### config.mk
export PLATFORM = sky130hd
export DESIGN_NAME = mem_slot_top
export DESIGN_NICKNAME = d
export VERILOG_FILES = /design/src/mem_bus_pkg.sv /design/src/lsq_pkg.sv /design/src/mem_slot_cfg.sv /design/src/mem_load_format.sv /design/src/mem_slot_work.sv /design/src/mem_slot_top.sv
export VERILOG_INCLUDE_DIRS = /design/src
export SDC_FILE = /design/constraint.sdc
export NUM_CORES = 1
export LEC_CHECK = 0
export BUFFER_PORTS_ARGS = -buffer_cell sky130_fd_sc_hd__buf_2
export CAP_MARGIN = 0
export CORE_ASPECT_RATIO = 2
export CORE_MARGIN = 4
export CORE_UTILIZATION = 58
export CTS_BUF_LIST = sky130_fd_sc_hd__clkbuf_8
export CTS_CLUSTER_SIZE = 24
export DETAILED_ROUTE_END_ITERATION = 12
export PLACE_DENSITY = 0.93
export SKIP_LAST_GASP = 1
export SLEW_MARGIN = 20
export SYNTH_ARGS = -nofsm -noshare
export SYNTH_HDL_FRONTEND = slang
export SYNTH_SLANG_ARGS = --single-unit
### constraint.sdc
create_clock -name clk_i -period 7.9 [get_ports clk_i]
set_clock_uncertainty 0.15 [all_clocks]
set_input_delay 1.185 -clock clk_i [delete_from_list [all_inputs] [get_ports clk_i]]
set_output_delay 1.185 -clock clk_i [all_outputs]
set_load 0.05 [all_outputs]
### src/mem_settings.svh
// Bus, address and counter width macros, included by every RTL file and by the testbench
`ifndef MEM_SETTINGS_SVH
`define MEM_SETTINGS_SVH

// ==============================
// Memory bus geometry
// ==============================

// Bytes carried by one bus beat, which is also the size of one line
`define MEM_BUS_BYTES 8

// Width of the virtual and physical byte addresses
`define MEM_ADDR_BITS 32

// Log2 of the page size; an access may not run over into the next page
`define MEM_PAGE_BITS 12

// ==============================
// Timeout and retry counters
// ==============================

// Width of the timeout counter and of the timeout length setting
`define MEM_TO_BITS 8

// Width of the retry counter and of the retry limit setting
`define MEM_RETRY_BITS 3

`endif

### src/mem_bus_pkg.sv
// Memory bus side types (access size, fault code, slot state) for the slot RTL and testbench
`default_nettype none

package mem_bus_pkg;

	// Access width, encoded as log2 of the byte count
	typedef enum logic [1:0] {
		SZ_BYTE  = 2'd0,
		SZ_HALF  = 2'd1,
		SZ_WORD  = 2'd2,
		SZ_DWORD = 2'd3
	} mem_size_e;

	// Fault reported with a result
	// FLT_ALN covers page crossing and misalignment with unaligned support off
	// FLT_BUS means the bus never answered after all retries
	typedef enum logic [1:0] {
		FLT_NONE = 2'd0,
		FLT_ALN  = 2'd1,
		FLT_BUS  = 2'd2
	} mem_fault_e;

	// Slot state
	// The two active states are the only ones that hold the bus cycle up
	typedef enum logic [2:0] {
		SLOT_AVAIL     = 3'd0,
		SLOT_ACTIVE    = 3'd1,
		SLOT_DELAY     = 3'd2,
		SLOT_HI_ACTIVE = 3'd3,
		SLOT_RETRY     = 3'd4,
		SLOT_DONE      = 3'd5
	} slot_state_e;

endpackage

`default_nettype wire

### src/lsq_pkg.sv
// Pipeline side types (result tag, operation kind) for the slot RTL and testbench
`default_nettype none

package lsq_pkg;

	// Tag that identifies the result to the pipeline
	// Five bits cover a 32 entry window of outstanding operations
	typedef logic [4:0] rob_tag_t;

	// Direction of the memory operation
	// A load returns data and a store returns value zero
	typedef enum logic {
		OP_LOAD  = 1'b0,
		OP_STORE = 1'b1
	} mem_op_e;

endpackage

`default_nettype wire

### src/mem_slot_cfg.sv
// Configuration registers for the memory slot, written by strobe and read by the slot as levels
`timescale 1ns/1ns
`default_nettype none
`include "mem_settings.svh"

module mem_slot_cfg (
	input  wire                        clk_i,
	input  wire                        rst_i,
	input  wire                        cfg_we_i,
	input  wire [1:0]                  cfg_addr_i,
	input  wire [7:0]                  cfg_wdata_i,
	output logic                       unaligned_en_o,
	output logic [`MEM_TO_BITS-1:0]    to_len_o,
	output logic [`MEM_RETRY_BITS-1:0] retry_max_o
);

	// ==============================
	// Register map
	// ==============================

	// Address 0 bit 0 enables unaligned accesses
	// Address 1 sets the cycles a beat may wait before it is retried
	// Address 2 sets the number of retries before a bus error
	// Address 3 is not decoded
	localparam logic [1:0] ADDR_CTRL  = 2'd0;
	localparam logic [1:0] ADDR_TOLEN = 2'd1;
	localparam logic [1:0] ADDR_RETRY = 2'd2;

	// Values after reset
	localparam logic [`MEM_TO_BITS-1:0]    TO_LEN_RST    = `MEM_TO_BITS'(32);
	localparam logic [`MEM_RETRY_BITS-1:0] RETRY_MAX_RST = `MEM_RETRY_BITS'(2);

	// ==============================
	// Write decode
	// ==============================

	// A write lands at the clock edge that samples the strobe
	always_ff @(posedge clk_i) begin
		if (rst_i) begin
			unaligned_en_o <= 1'b1;
			to_len_o       <= TO_LEN_RST;
			retry_max_o    <= RETRY_MAX_RST;
		end else if (cfg_we_i) begin
			case (cfg_addr_i)
				ADDR_CTRL: begin
					unaligned_en_o <= cfg_wdata_i[0];
				end
				ADDR_TOLEN: begin
					to_len_o <= cfg_wdata_i[`MEM_TO_BITS-1:0];
				end
				ADDR_RETRY: begin
					// Upper data bits beyond the counter width are dropped
					retry_max_o <= cfg_wdata_i[`MEM_RETRY_BITS-1:0];
				end
				default: begin
				end
			endcase
		end
	end

endmodule

`default_nettype wire

### src/mem_load_format.sv
// Combinational load formatter used by the slot to merge, align and extend bus read data
`timescale 1ns/1ns
`default_nettype none
`include "mem_settings.svh"

module mem_load_format
	import mem_bus_pkg::*;
(
	input  wire [8*`MEM_BUS_BYTES-1:0]        lo_dat_i,
	input  wire [8*`MEM_BUS_BYTES-1:0]        hi_dat_i,
	input  wire [$clog2(`MEM_BUS_BYTES)-1:0]  offset_i,
	input  wire mem_size_e                    size_i,
	input  wire                               signed_i,
	output logic [8*`MEM_BUS_BYTES-1:0]       val_o
);

	localparam int DW = 8 * `MEM_BUS_BYTES;

	// Both beats side by side, the high line above the low one
	logic [2*DW-1:0] pair;
	// Pair moved down so the first byte of the access sits in lane 0
	logic [2*DW-1:0] pair_sh;
	// Lowest beat of the aligned pair
	logic [DW-1:0]   aligned;
	logic            sign_bit;

	// ==============================
	// Merge and align
	// ==============================

	// An unsplit access arrives with the same beat on both inputs
	// The bytes above the access are then masked off below
	assign pair    = {hi_dat_i, lo_dat_i};
	assign pair_sh = pair >> {offset_i, 3'b000};
	assign aligned = pair_sh[DW-1:0];

	// ==============================
	// Mask and extend
	// ==============================

	always_comb begin
		case (size_i)
			SZ_BYTE: begin
				sign_bit = signed_i & aligned[7];
				val_o    = {{(DW-8){sign_bit}}, aligned[7:0]};
			end
			SZ_HALF: begin
				sign_bit = signed_i & aligned[15];
				val_o    = {{(DW-16){sign_bit}}, aligned[15:0]};
			end
			SZ_WORD: begin
				sign_bit = signed_i & aligned[31];
				val_o    = {{(DW-32){sign_bit}}, aligned[31:0]};
			end
			default: begin
				// A full double word has nothing to extend
				sign_bit = 1'b0;
				val_o    = aligned;
			end
		endcase
	end

endmodule

`default_nettype wire

### src/mem_slot_work.sv
// Memory slot FSM, instanced by the top level; runs one request on the bus and reports its result
`timescale 1ns/1ns
`default_nettype none
`include "mem_settings.svh"

module mem_slot_work
	import mem_bus_pkg::*;
	import lsq_pkg::*;
(
	input  wire                         clk_i,
	input  wire                         rst_i,
	input  wire                         req_i,
	input  wire mem_op_e                req_op_i,
	input  wire mem_size_e              req_size_i,
	input  wire                         req_signed_i,
	input  wire [`MEM_ADDR_BITS-1:0]    req_vaddr_i,
	input  wire [`MEM_ADDR_BITS-1:0]    req_paddr_i,
	input  wire [63:0]                  req_data_i,
	input  wire rob_tag_t               req_tag_i,
	input  wire                         flush_i,
	input  wire                         unaligned_en_i,
	input  wire [`MEM_TO_BITS-1:0]      to_len_i,
	input  wire [`MEM_RETRY_BITS-1:0]   retry_max_i,
	input  wire                         bus_ack_i,
	input  wire [63:0]                  bus_dat_i,
	output logic                        busy_o,
	output logic                        bus_cyc_o,
	output logic                        bus_we_o,
	output logic [`MEM_ADDR_BITS-1:0]   bus_adr_o,
	output logic [7:0]                  bus_sel_o,
	output logic [63:0]                 bus_dat_o,
	output logic                        res_v_o,
	output rob_tag_t                    res_tag_o,
	output logic [63:0]                 res_val_o,
	output mem_fault_e                  res_exc_o
);

	localparam int NB = `MEM_BUS_BYTES;
	localparam int DW = 8 * NB;
	localparam int OB = $clog2(NB);
	localparam int AW = `MEM_ADDR_BITS;
	localparam int PB = `MEM_PAGE_BITS;

	// Control state
	slot_state_e                state_q;
	logic                       hi_q;
	logic [`MEM_TO_BITS-1:0]    to_cnt_q;
	logic [`MEM_RETRY_BITS-1:0] retry_q;

	// Request payload, held for the whole access
	mem_op_e             op_q;
	mem_size_e           size_q;
	logic                signed_q;
	logic [OB-1:0]       offset_q;
	logic                split_q;
	rob_tag_t            tag_q;
	mem_fault_e          exc_q;
	logic [AW-1:0]       lo_adr_q, hi_adr_q;
	logic [NB-1:0]       lo_sel_q, hi_sel_q;
	logic [DW-1:0]       lo_dat_q, hi_dat_q;
	logic [DW-1:0]       lo_rd_q;
	logic [DW-1:0]       res_val_q;

	// Request decode
	logic [OB-1:0]       req_off;
	logic [NB-1:0]       size_mask;
	logic [2*NB-1:0]     sel_wide;
	logic [2*DW-1:0]     dat_wide;
	logic [AW-OB-1:0]    next_vline;
	logic                req_split, req_page_cross, req_misalign, req_fault;
	logic                accept, timeout, ack_last, give_up;
	logic [DW-1:0]       fmt_lo, fmt_val;

	// ==============================
	// Selects, split and faults
	// ==============================

	assign req_off = req_vaddr_i[OB-1:0];

	always_comb begin
		case (req_size_i)
			SZ_BYTE: begin
				size_mask    = NB'(8'h01);
				req_misalign = 1'b0;
			end
			SZ_HALF: begin
				size_mask    = NB'(8'h03);
				req_misalign = req_off[0];
			end
			SZ_WORD: begin
				size_mask    = NB'(8'h0f);
				req_misalign = |req_off[1:0];
			end
			default: begin
				size_mask    = NB'(8'hff);
				req_misalign = |req_off;
			end
		endcase
	end

	// Lanes spilling into the upper half belong to the next line
	assign sel_wide  = {{NB{1'b0}}, size_mask} << req_off;
	assign dat_wide  = {{DW{1'b0}}, req_data_i} << {req_off, 3'b000};
	assign req_split = |sel_wide[2*NB-1:NB];

	// The next line is in another page when the line number carries into the page bits
	assign next_vline     = req_vaddr_i[AW-1:OB] + 1'b1;
	assign req_page_cross = req_split && (next_vline[AW-OB-1:PB-OB] != req_vaddr_i[AW-1:PB]);
	assign req_fault      = req_page_cross || (req_misalign && !unaligned_en_i);

	// A flush in the same cycle wins over a new request
	assign accept = (state_q == SLOT_AVAIL) && req_i && !flush_i;

	// Timeout fires in the to_len-th cycle of a beat without acknowledge
	assign timeout  = (to_cnt_q == to_len_i - 1'b1);
	assign ack_last = bus_cyc_o && bus_ack_i && !((state_q == SLOT_ACTIVE) && split_q);
	assign give_up  = bus_cyc_o && !bus_ack_i && timeout && (retry_q == retry_max_i);

	// ==============================
	// State machine
	// ==============================

	always_ff @(posedge clk_i) begin
		if (rst_i) begin
			state_q  <= SLOT_AVAIL;
			hi_q     <= 1'b0;
			to_cnt_q <= '0;
			retry_q  <= '0;
		end else if (flush_i) begin
			// A late acknowledge finds the slot idle and is dropped
			state_q <= SLOT_AVAIL;
			hi_q    <= 1'b0;
		end else begin
			// Counter only runs while the bus cycle is up
			to_cnt_q <= bus_cyc_o ? to_cnt_q + 1'b1 : '0;
			case (state_q)
				SLOT_AVAIL: begin
					if (accept) begin
						hi_q    <= 1'b0;
						retry_q <= '0;
						state_q <= req_fault ? SLOT_DONE : SLOT_ACTIVE;
					end
				end
				SLOT_ACTIVE, SLOT_HI_ACTIVE: begin
					if (bus_ack_i) begin
						state_q <= ack_last ? SLOT_DONE : SLOT_DELAY;
					end else if (give_up) begin
						state_q <= SLOT_DONE;
					end else if (timeout) begin
						retry_q <= retry_q + 1'b1;
						state_q <= SLOT_RETRY;
					end
				end
				SLOT_DELAY: begin
					hi_q    <= 1'b1;
					state_q <= SLOT_HI_ACTIVE;
				end
				SLOT_RETRY: begin
					// Reissue whichever beat timed out
					state_q <= hi_q ? SLOT_HI_ACTIVE : SLOT_ACTIVE;
				end
				default: begin
					state_q <= SLOT_AVAIL;
				end
			endcase
		end
	end

	// ==============================
	// Payload capture
	// ==============================

	always_ff @(posedge clk_i) begin
		if (accept) begin
			op_q      <= req_op_i;
			size_q    <= req_size_i;
			signed_q  <= req_signed_i;
			offset_q  <= req_off;
			split_q   <= req_split;
			tag_q     <= req_tag_i;
			exc_q     <= req_fault ? FLT_ALN : FLT_NONE;
			lo_adr_q  <= {req_paddr_i[AW-1:OB], {OB{1'b0}}};
			hi_adr_q  <= {req_paddr_i[AW-1:OB] + 1'b1, {OB{1'b0}}};
			lo_sel_q  <= sel_wide[NB-1:0];
			hi_sel_q  <= sel_wide[2*NB-1:NB];
			lo_dat_q  <= dat_wide[DW-1:0];
			hi_dat_q  <= dat_wide[2*DW-1:DW];
			res_val_q <= '0;
		end
		// Low beat of a split load waits here for the merge
		if ((state_q == SLOT_ACTIVE) && bus_ack_i) begin
			lo_rd_q <= bus_dat_i;
		end
		if (ack_last && (op_q == OP_LOAD)) begin
			res_val_q <= fmt_val;
		end
		if (give_up) begin
			exc_q <= FLT_BUS;
		end
	end

	// Unsplit loads feed the live beat to both formatter inputs
	assign fmt_lo = split_q ? lo_rd_q : bus_dat_i;

	mem_load_format u_fmt (
		.lo_dat_i (fmt_lo),
		.hi_dat_i (bus_dat_i),
		.offset_i (offset_q),
		.size_i   (size_q),
		.signed_i (signed_q),
		.val_o    (fmt_val)
	);

	// ==============================
	// Outputs
	// ==============================

	assign busy_o    = (state_q != SLOT_AVAIL);
	assign bus_cyc_o = (state_q == SLOT_ACTIVE) || (state_q == SLOT_HI_ACTIVE);
	assign bus_we_o  = bus_cyc_o && (op_q == OP_STORE);
	assign bus_adr_o = hi_q ? hi_adr_q : lo_adr_q;
	assign bus_sel_o = hi_q ? hi_sel_q : lo_sel_q;
	assign bus_dat_o = hi_q ? hi_dat_q : lo_dat_q;
	assign res_v_o   = (state_q == SLOT_DONE);
	assign res_tag_o = tag_q;
	assign res_val_o = res_val_q;
	assign res_exc_o = exc_q;

	// Requester must wait for busy to fall
	a_no_req_busy: assert property (@(posedge clk_i) disable iff (rst_i) req_i |-> !busy_o);

	// Every beat put on the bus carries at least one byte lane
	a_sel_on_cyc: assert property (@(posedge clk_i) disable iff (rst_i)
		bus_cyc_o |-> (bus_sel_o != '0));

	// One pulse per request
	a_res_pulse: assert property (@(posedge clk_i) disable iff (rst_i) res_v_o |=> !res_v_o);

endmodule

`default_nettype wire

### src/mem_slot_top.sv
// Top level of the memory slot, joining the configuration registers to the slot FSM
`timescale 1ns/1ns
`default_nettype none
`include "mem_settings.svh"

module mem_slot_top
	import mem_bus_pkg::*;
	import lsq_pkg::*;
(
	input  wire                        clk_i,
	input  wire                        rst_i,
	// Configuration write port
	input  wire                        cfg_we_i,
	input  wire [1:0]                  cfg_addr_i,
	input  wire [7:0]                  cfg_wdata_i,
	// Request from the pipeline
	input  wire                        req_i,
	input  wire mem_op_e               req_op_i,
	input  wire mem_size_e             req_size_i,
	input  wire                        req_signed_i,
	input  wire [`MEM_ADDR_BITS-1:0]   req_vaddr_i,
	input  wire [`MEM_ADDR_BITS-1:0]   req_paddr_i,
	input  wire [63:0]                 req_data_i,
	input  wire rob_tag_t              req_tag_i,
	input  wire                        flush_i,
	// Memory bus
	input  wire                        bus_ack_i,
	input  wire [63:0]                 bus_dat_i,
	output logic                       busy_o,
	output logic                       bus_cyc_o,
	output logic                       bus_we_o,
	output logic [`MEM_ADDR_BITS-1:0]  bus_adr_o,
	output logic [7:0]                 bus_sel_o,
	output logic [63:0]                bus_dat_o,
	// Result to the pipeline
	output logic                       res_v_o,
	output rob_tag_t                   res_tag_o,
	output logic [63:0]                res_val_o,
	output mem_fault_e                 res_exc_o
);

	// Settings held as levels by the register block
	logic                       unaligned_en;
	logic [`MEM_TO_BITS-1:0]    to_len;
	logic [`MEM_RETRY_BITS-1:0] retry_max;

	mem_slot_cfg u_cfg (
		.clk_i          (clk_i),
		.rst_i          (rst_i),
		.cfg_we_i       (cfg_we_i),
		.cfg_addr_i     (cfg_addr_i),
		.cfg_wdata_i    (cfg_wdata_i),
		.unaligned_en_o (unaligned_en),
		.to_len_o       (to_len),
		.retry_max_o    (retry_max)
	);

	mem_slot_work u_work (
		.clk_i          (clk_i),
		.rst_i          (rst_i),
		.req_i          (req_i),
		.req_op_i       (req_op_i),
		.req_size_i     (req_size_i),
		.req_signed_i   (req_signed_i),
		.req_vaddr_i    (req_vaddr_i),
		.req_paddr_i    (req_paddr_i),
		.req_data_i     (req_data_i),
		.req_tag_i      (req_tag_i),
		.flush_i        (flush_i),
		.unaligned_en_i (unaligned_en),
		.to_len_i       (to_len),
		.retry_max_i    (retry_max),
		.bus_ack_i      (bus_ack_i),
		.bus_dat_i      (bus_dat_i),
		.busy_o         (busy_o),
		.bus_cyc_o      (bus_cyc_o),
		.bus_we_o       (bus_we_o),
		.bus_adr_o      (bus_adr_o),
		.bus_sel_o      (bus_sel_o),
		.bus_dat_o      (bus_dat_o),
		.res_v_o        (res_v_o),
		.res_tag_o      (res_tag_o),
		.res_val_o      (res_val_o),
		.res_exc_o      (res_exc_o)
	);

endmodule

`default_nettype wire

==> results.toml <==
[pwr]
pwr-share-seq_pct = 50.3
ir_drop_mv = 0.182
power_switching_share_pct = 28.8
pwr-share-comb_pct = 18.0
power.leakage_nw = 9.09
clkPwrFrac_pct = 31.6
intPower_mw = 3.16
powerDensity_nw_per_um2 = 193
switchingPower_mw = 1.28

[synthesis]
synthArstFlopShare_pct = 0
synth_cell_types = 61
yosys_warnings = 0
synth.top_cells.by_area = "edfxtp_1 50%, mux2_2 9.5%, mux2i_1 8.4%, mux4_2 4.2%, nand2_1 3.6%"
netlist_area_um2 = 19900
syn_inst = 1696
synth.avg_cell_area_um2 = 11.8
synth_seq_area_share_pct = 53.2
synth-seq-cells = 363
synth_top_cell_by_area = "edfxtp_1"
synth_flop_cell = "edfxtp_1"
yosys.area.top_type_share_pct = 50.3
synth-edff-count = 334

[setup_path]
cp.arrival_ps = 4810
endpoint_kind = "flip-flop"
slowest_delay_ps = 990
path_buf_inv = 1
path_common_cell = "mux4_2"
cp_top_family = "flip-flops"
slowest_stage = "edfxtp_1"
critical_path_class = "reg -> reg"
crit_path_start_kind = "flip-flop"
crit_fanout = 50
cp_data_required_time_ps = 8040
path_cells = "buf_4 > mux4_2 > mux4_2 > nand4b_1 > and2_1 > o31a_4 > a21oi_1"

[clocking]
cts_resized = 0
numCtsBuffers = 49
post_cts_buffers = 0
cts_num_sinks = 363
cts_tree = "done"
ctsLongestPathBuffers = 3
hold_buffers = 0
cts_root_buffer = "clkbuf_8"
clock_latency_ps = 590
clk_pin_slew_ps = 70
htree_levels = 2

[global_routing]
antenna_found_initial = 15
track_usage_pct = 29.3
grt_pass1_vias = 15800
grt_pass1_wl_um = 87000
globalRouteOverflowTotal = 0
grt_max_degree = 133

[timing]
hold_viol = 0
slew_violations = 0
max_freq_mhz = 214
worstMarginPinSlew_ps = 1230
maxSlewHeadroom_pct = 18.1
fin_crit_sh_pct = 59.1
setup_violations = 0
fin_crit_ps = 4670
layout_setup_ws_ps = 3230
tns_ps = 0
rsz0062_at_grt = "no"

[final_layout]
final_common_cell = "buf_2"
mostFrequentLayoutCells = "368 x buf_2, 334 x edfxtp_1, 189 x nand2_1, 169 x mux2_2, 167 x mux2i_1"
area_growth_pct = 15.0
fillerInstances = 2380
drive_gt1_share_pct = 33.4
nets = 2230

[place]
dp_hpwl_um = 41200
post-place-ws_ps = 3230
io_buffers = 369
gp_congestion = 0.959

[run]
drv_cap = 0

[outcome]
status = "finished clean"

[hold_path]
min_path_type = "reg -> reg"

[detailed_routing]
drc = 0
drt-initial-drc-count = 1269
ant_nets = 0
vias = 15500
dr.pass1.iters = 5
routed_wl_um = 57200
viasPerCell = 6.19
drt-wirelength-per-cell_um = 22.9

[die]
row_count = 95
initial_core_util_pct = 59.1
die_area_um2 = 37600
die_w_um = 139
ios = 396
fp.coreArea_um2 = 33800
die_y_um = 270
## routing by layer
| layer | track usage [%] | share of wire (%) |
|---|---|---|
| met1 | 28.1 | 30 |
| met2 | 53.1 | 53 |
| met3 | 5.51 | 7.8 |
| met4 | 24.4 | 9.7 |
| met5 | 0 | 0 |
## through the flow
stage	power (mW)	hold slack (ps)	cell area (um2)	std cells	util [%]
6_report	4.44	302	22900	2497	68.0
5_1_grt	4.60	329	22900	2495	68.0
4_1_cts	4.45	305	22900	2481	67.8
3_5_place_dp	3.06	293	22000	2393	65.0
3_3_place_gp	3.03	282	22000	2393	65.0
2_1_floorplan	2.83	307	20000	1698	-
## synthesized netlist by cell type (all sizes together), types with 8 or more instances
| master | count |
|---|---|
| mux2i | 167 |
| nand2 | 190 |
| dfxtp | 29 |
| xor2 | 17 |
| nand3 | 18 |
| o21ai | 102 |
| nor2b | 16 |
| edfxtp | 334 |
| o211ai | 16 |
| clkbuf | 84 |
| nor2 | 151 |
| mux4 | 39 |
| and3 | 23 |
| and2 | 23 |
| nor3 | 14 |
| inv | 17 |
| nand4 | 11 |
| mux2 | 169 |
| xnor2 | 28 |
| o311ai | 9 |
| buf | 42 |
| a21oi | 106 |
| a22o | 8 |
| o22ai | 18 |
## power by group through the flow
stage               registers [mW]  logic, mW  clock network [mW]
floorplan                     2.33      0.501                   0
global placement              2.27      0.762                   0
detailed placement            2.28      0.786                   0
CTS                           2.24      0.790                1.43
global route                  2.24      0.849                1.51
finish                        2.23      0.801                1.40
## worst register-to-register path: stages, from the launching register on
cell,delay [ps]
edfxtp_1,990
buf_4,780
mux4_2,440
mux4_2,500
nand4b_1,110
and2_1,670
o31a_4,560
a21oi_1,180
## cell families after synthesis
family | synth area share [%]
and+or+nand+nor | 10.5
muxes | 22.4
DFF | 53.2
AOI/OAI and AO/OA | 8.69
buffers and inverters | 3.03
xor gates and xnor gates | 1.98
adders and majority gates | 0.251
other | 0.0188
## sequential cells by signal, indices dropped and copies added, names as in the netlist, 2 cells and up
register,cells
u_work.retry_q,3
u_work.res_tag_o,5
u_work.res_val_o,64
u_work.hi_dat_q,56
u_work.to_cnt_q,8
u_work.size_q,2
u_work.lo_rd_q,64
u_work.res_exc_o,2
u_work.hi_sel_q,7
u_work.hi_adr_q,29
u_work.state_q,3
u_cfg.to_len_o,8
u_work.lo_adr_q,29
u_work.offset_q,3
u_work.lo_sel_q,8
u_cfg.retry_max_o,3
u_work.lo_dat_q,64
## cell type report
| type | instances | area, um2 | share of cell area, % |
|---|---|---|---|
| diodes | 15 | 37.5 | 0.164 |
| repair buffers | 386 | 1980 | 8.63 |
| flip-flops and latches | 363 | 10600 | 46.3 |
| clock buffers | 51 | 702 | 3.06 |
| inverters | 18 | 75.1 | 0.327 |
| multi-input cells | 1191 | 8750 | 38.2 |
| well taps | 436 | 546 | 2.38 |
| clock inverters | 37 | 236 | 1.03 |
## path summary, 6_finish.rpt
kind	start	to	slack (ps)	depth (start not counted)
max	u_work.split_q	u_work.res_val_o[51]	3230	7
min	u_work.res_exc_o[1]	u_work.res_exc_o[1]	300	2
max reg2reg	u_work.split_q	u_work.res_val_o[51]	3230	7
min reg2reg	u_work.res_exc_o[1]	u_work.res_exc_o[1]	300	2
Power figures use the tool's default switching activity.
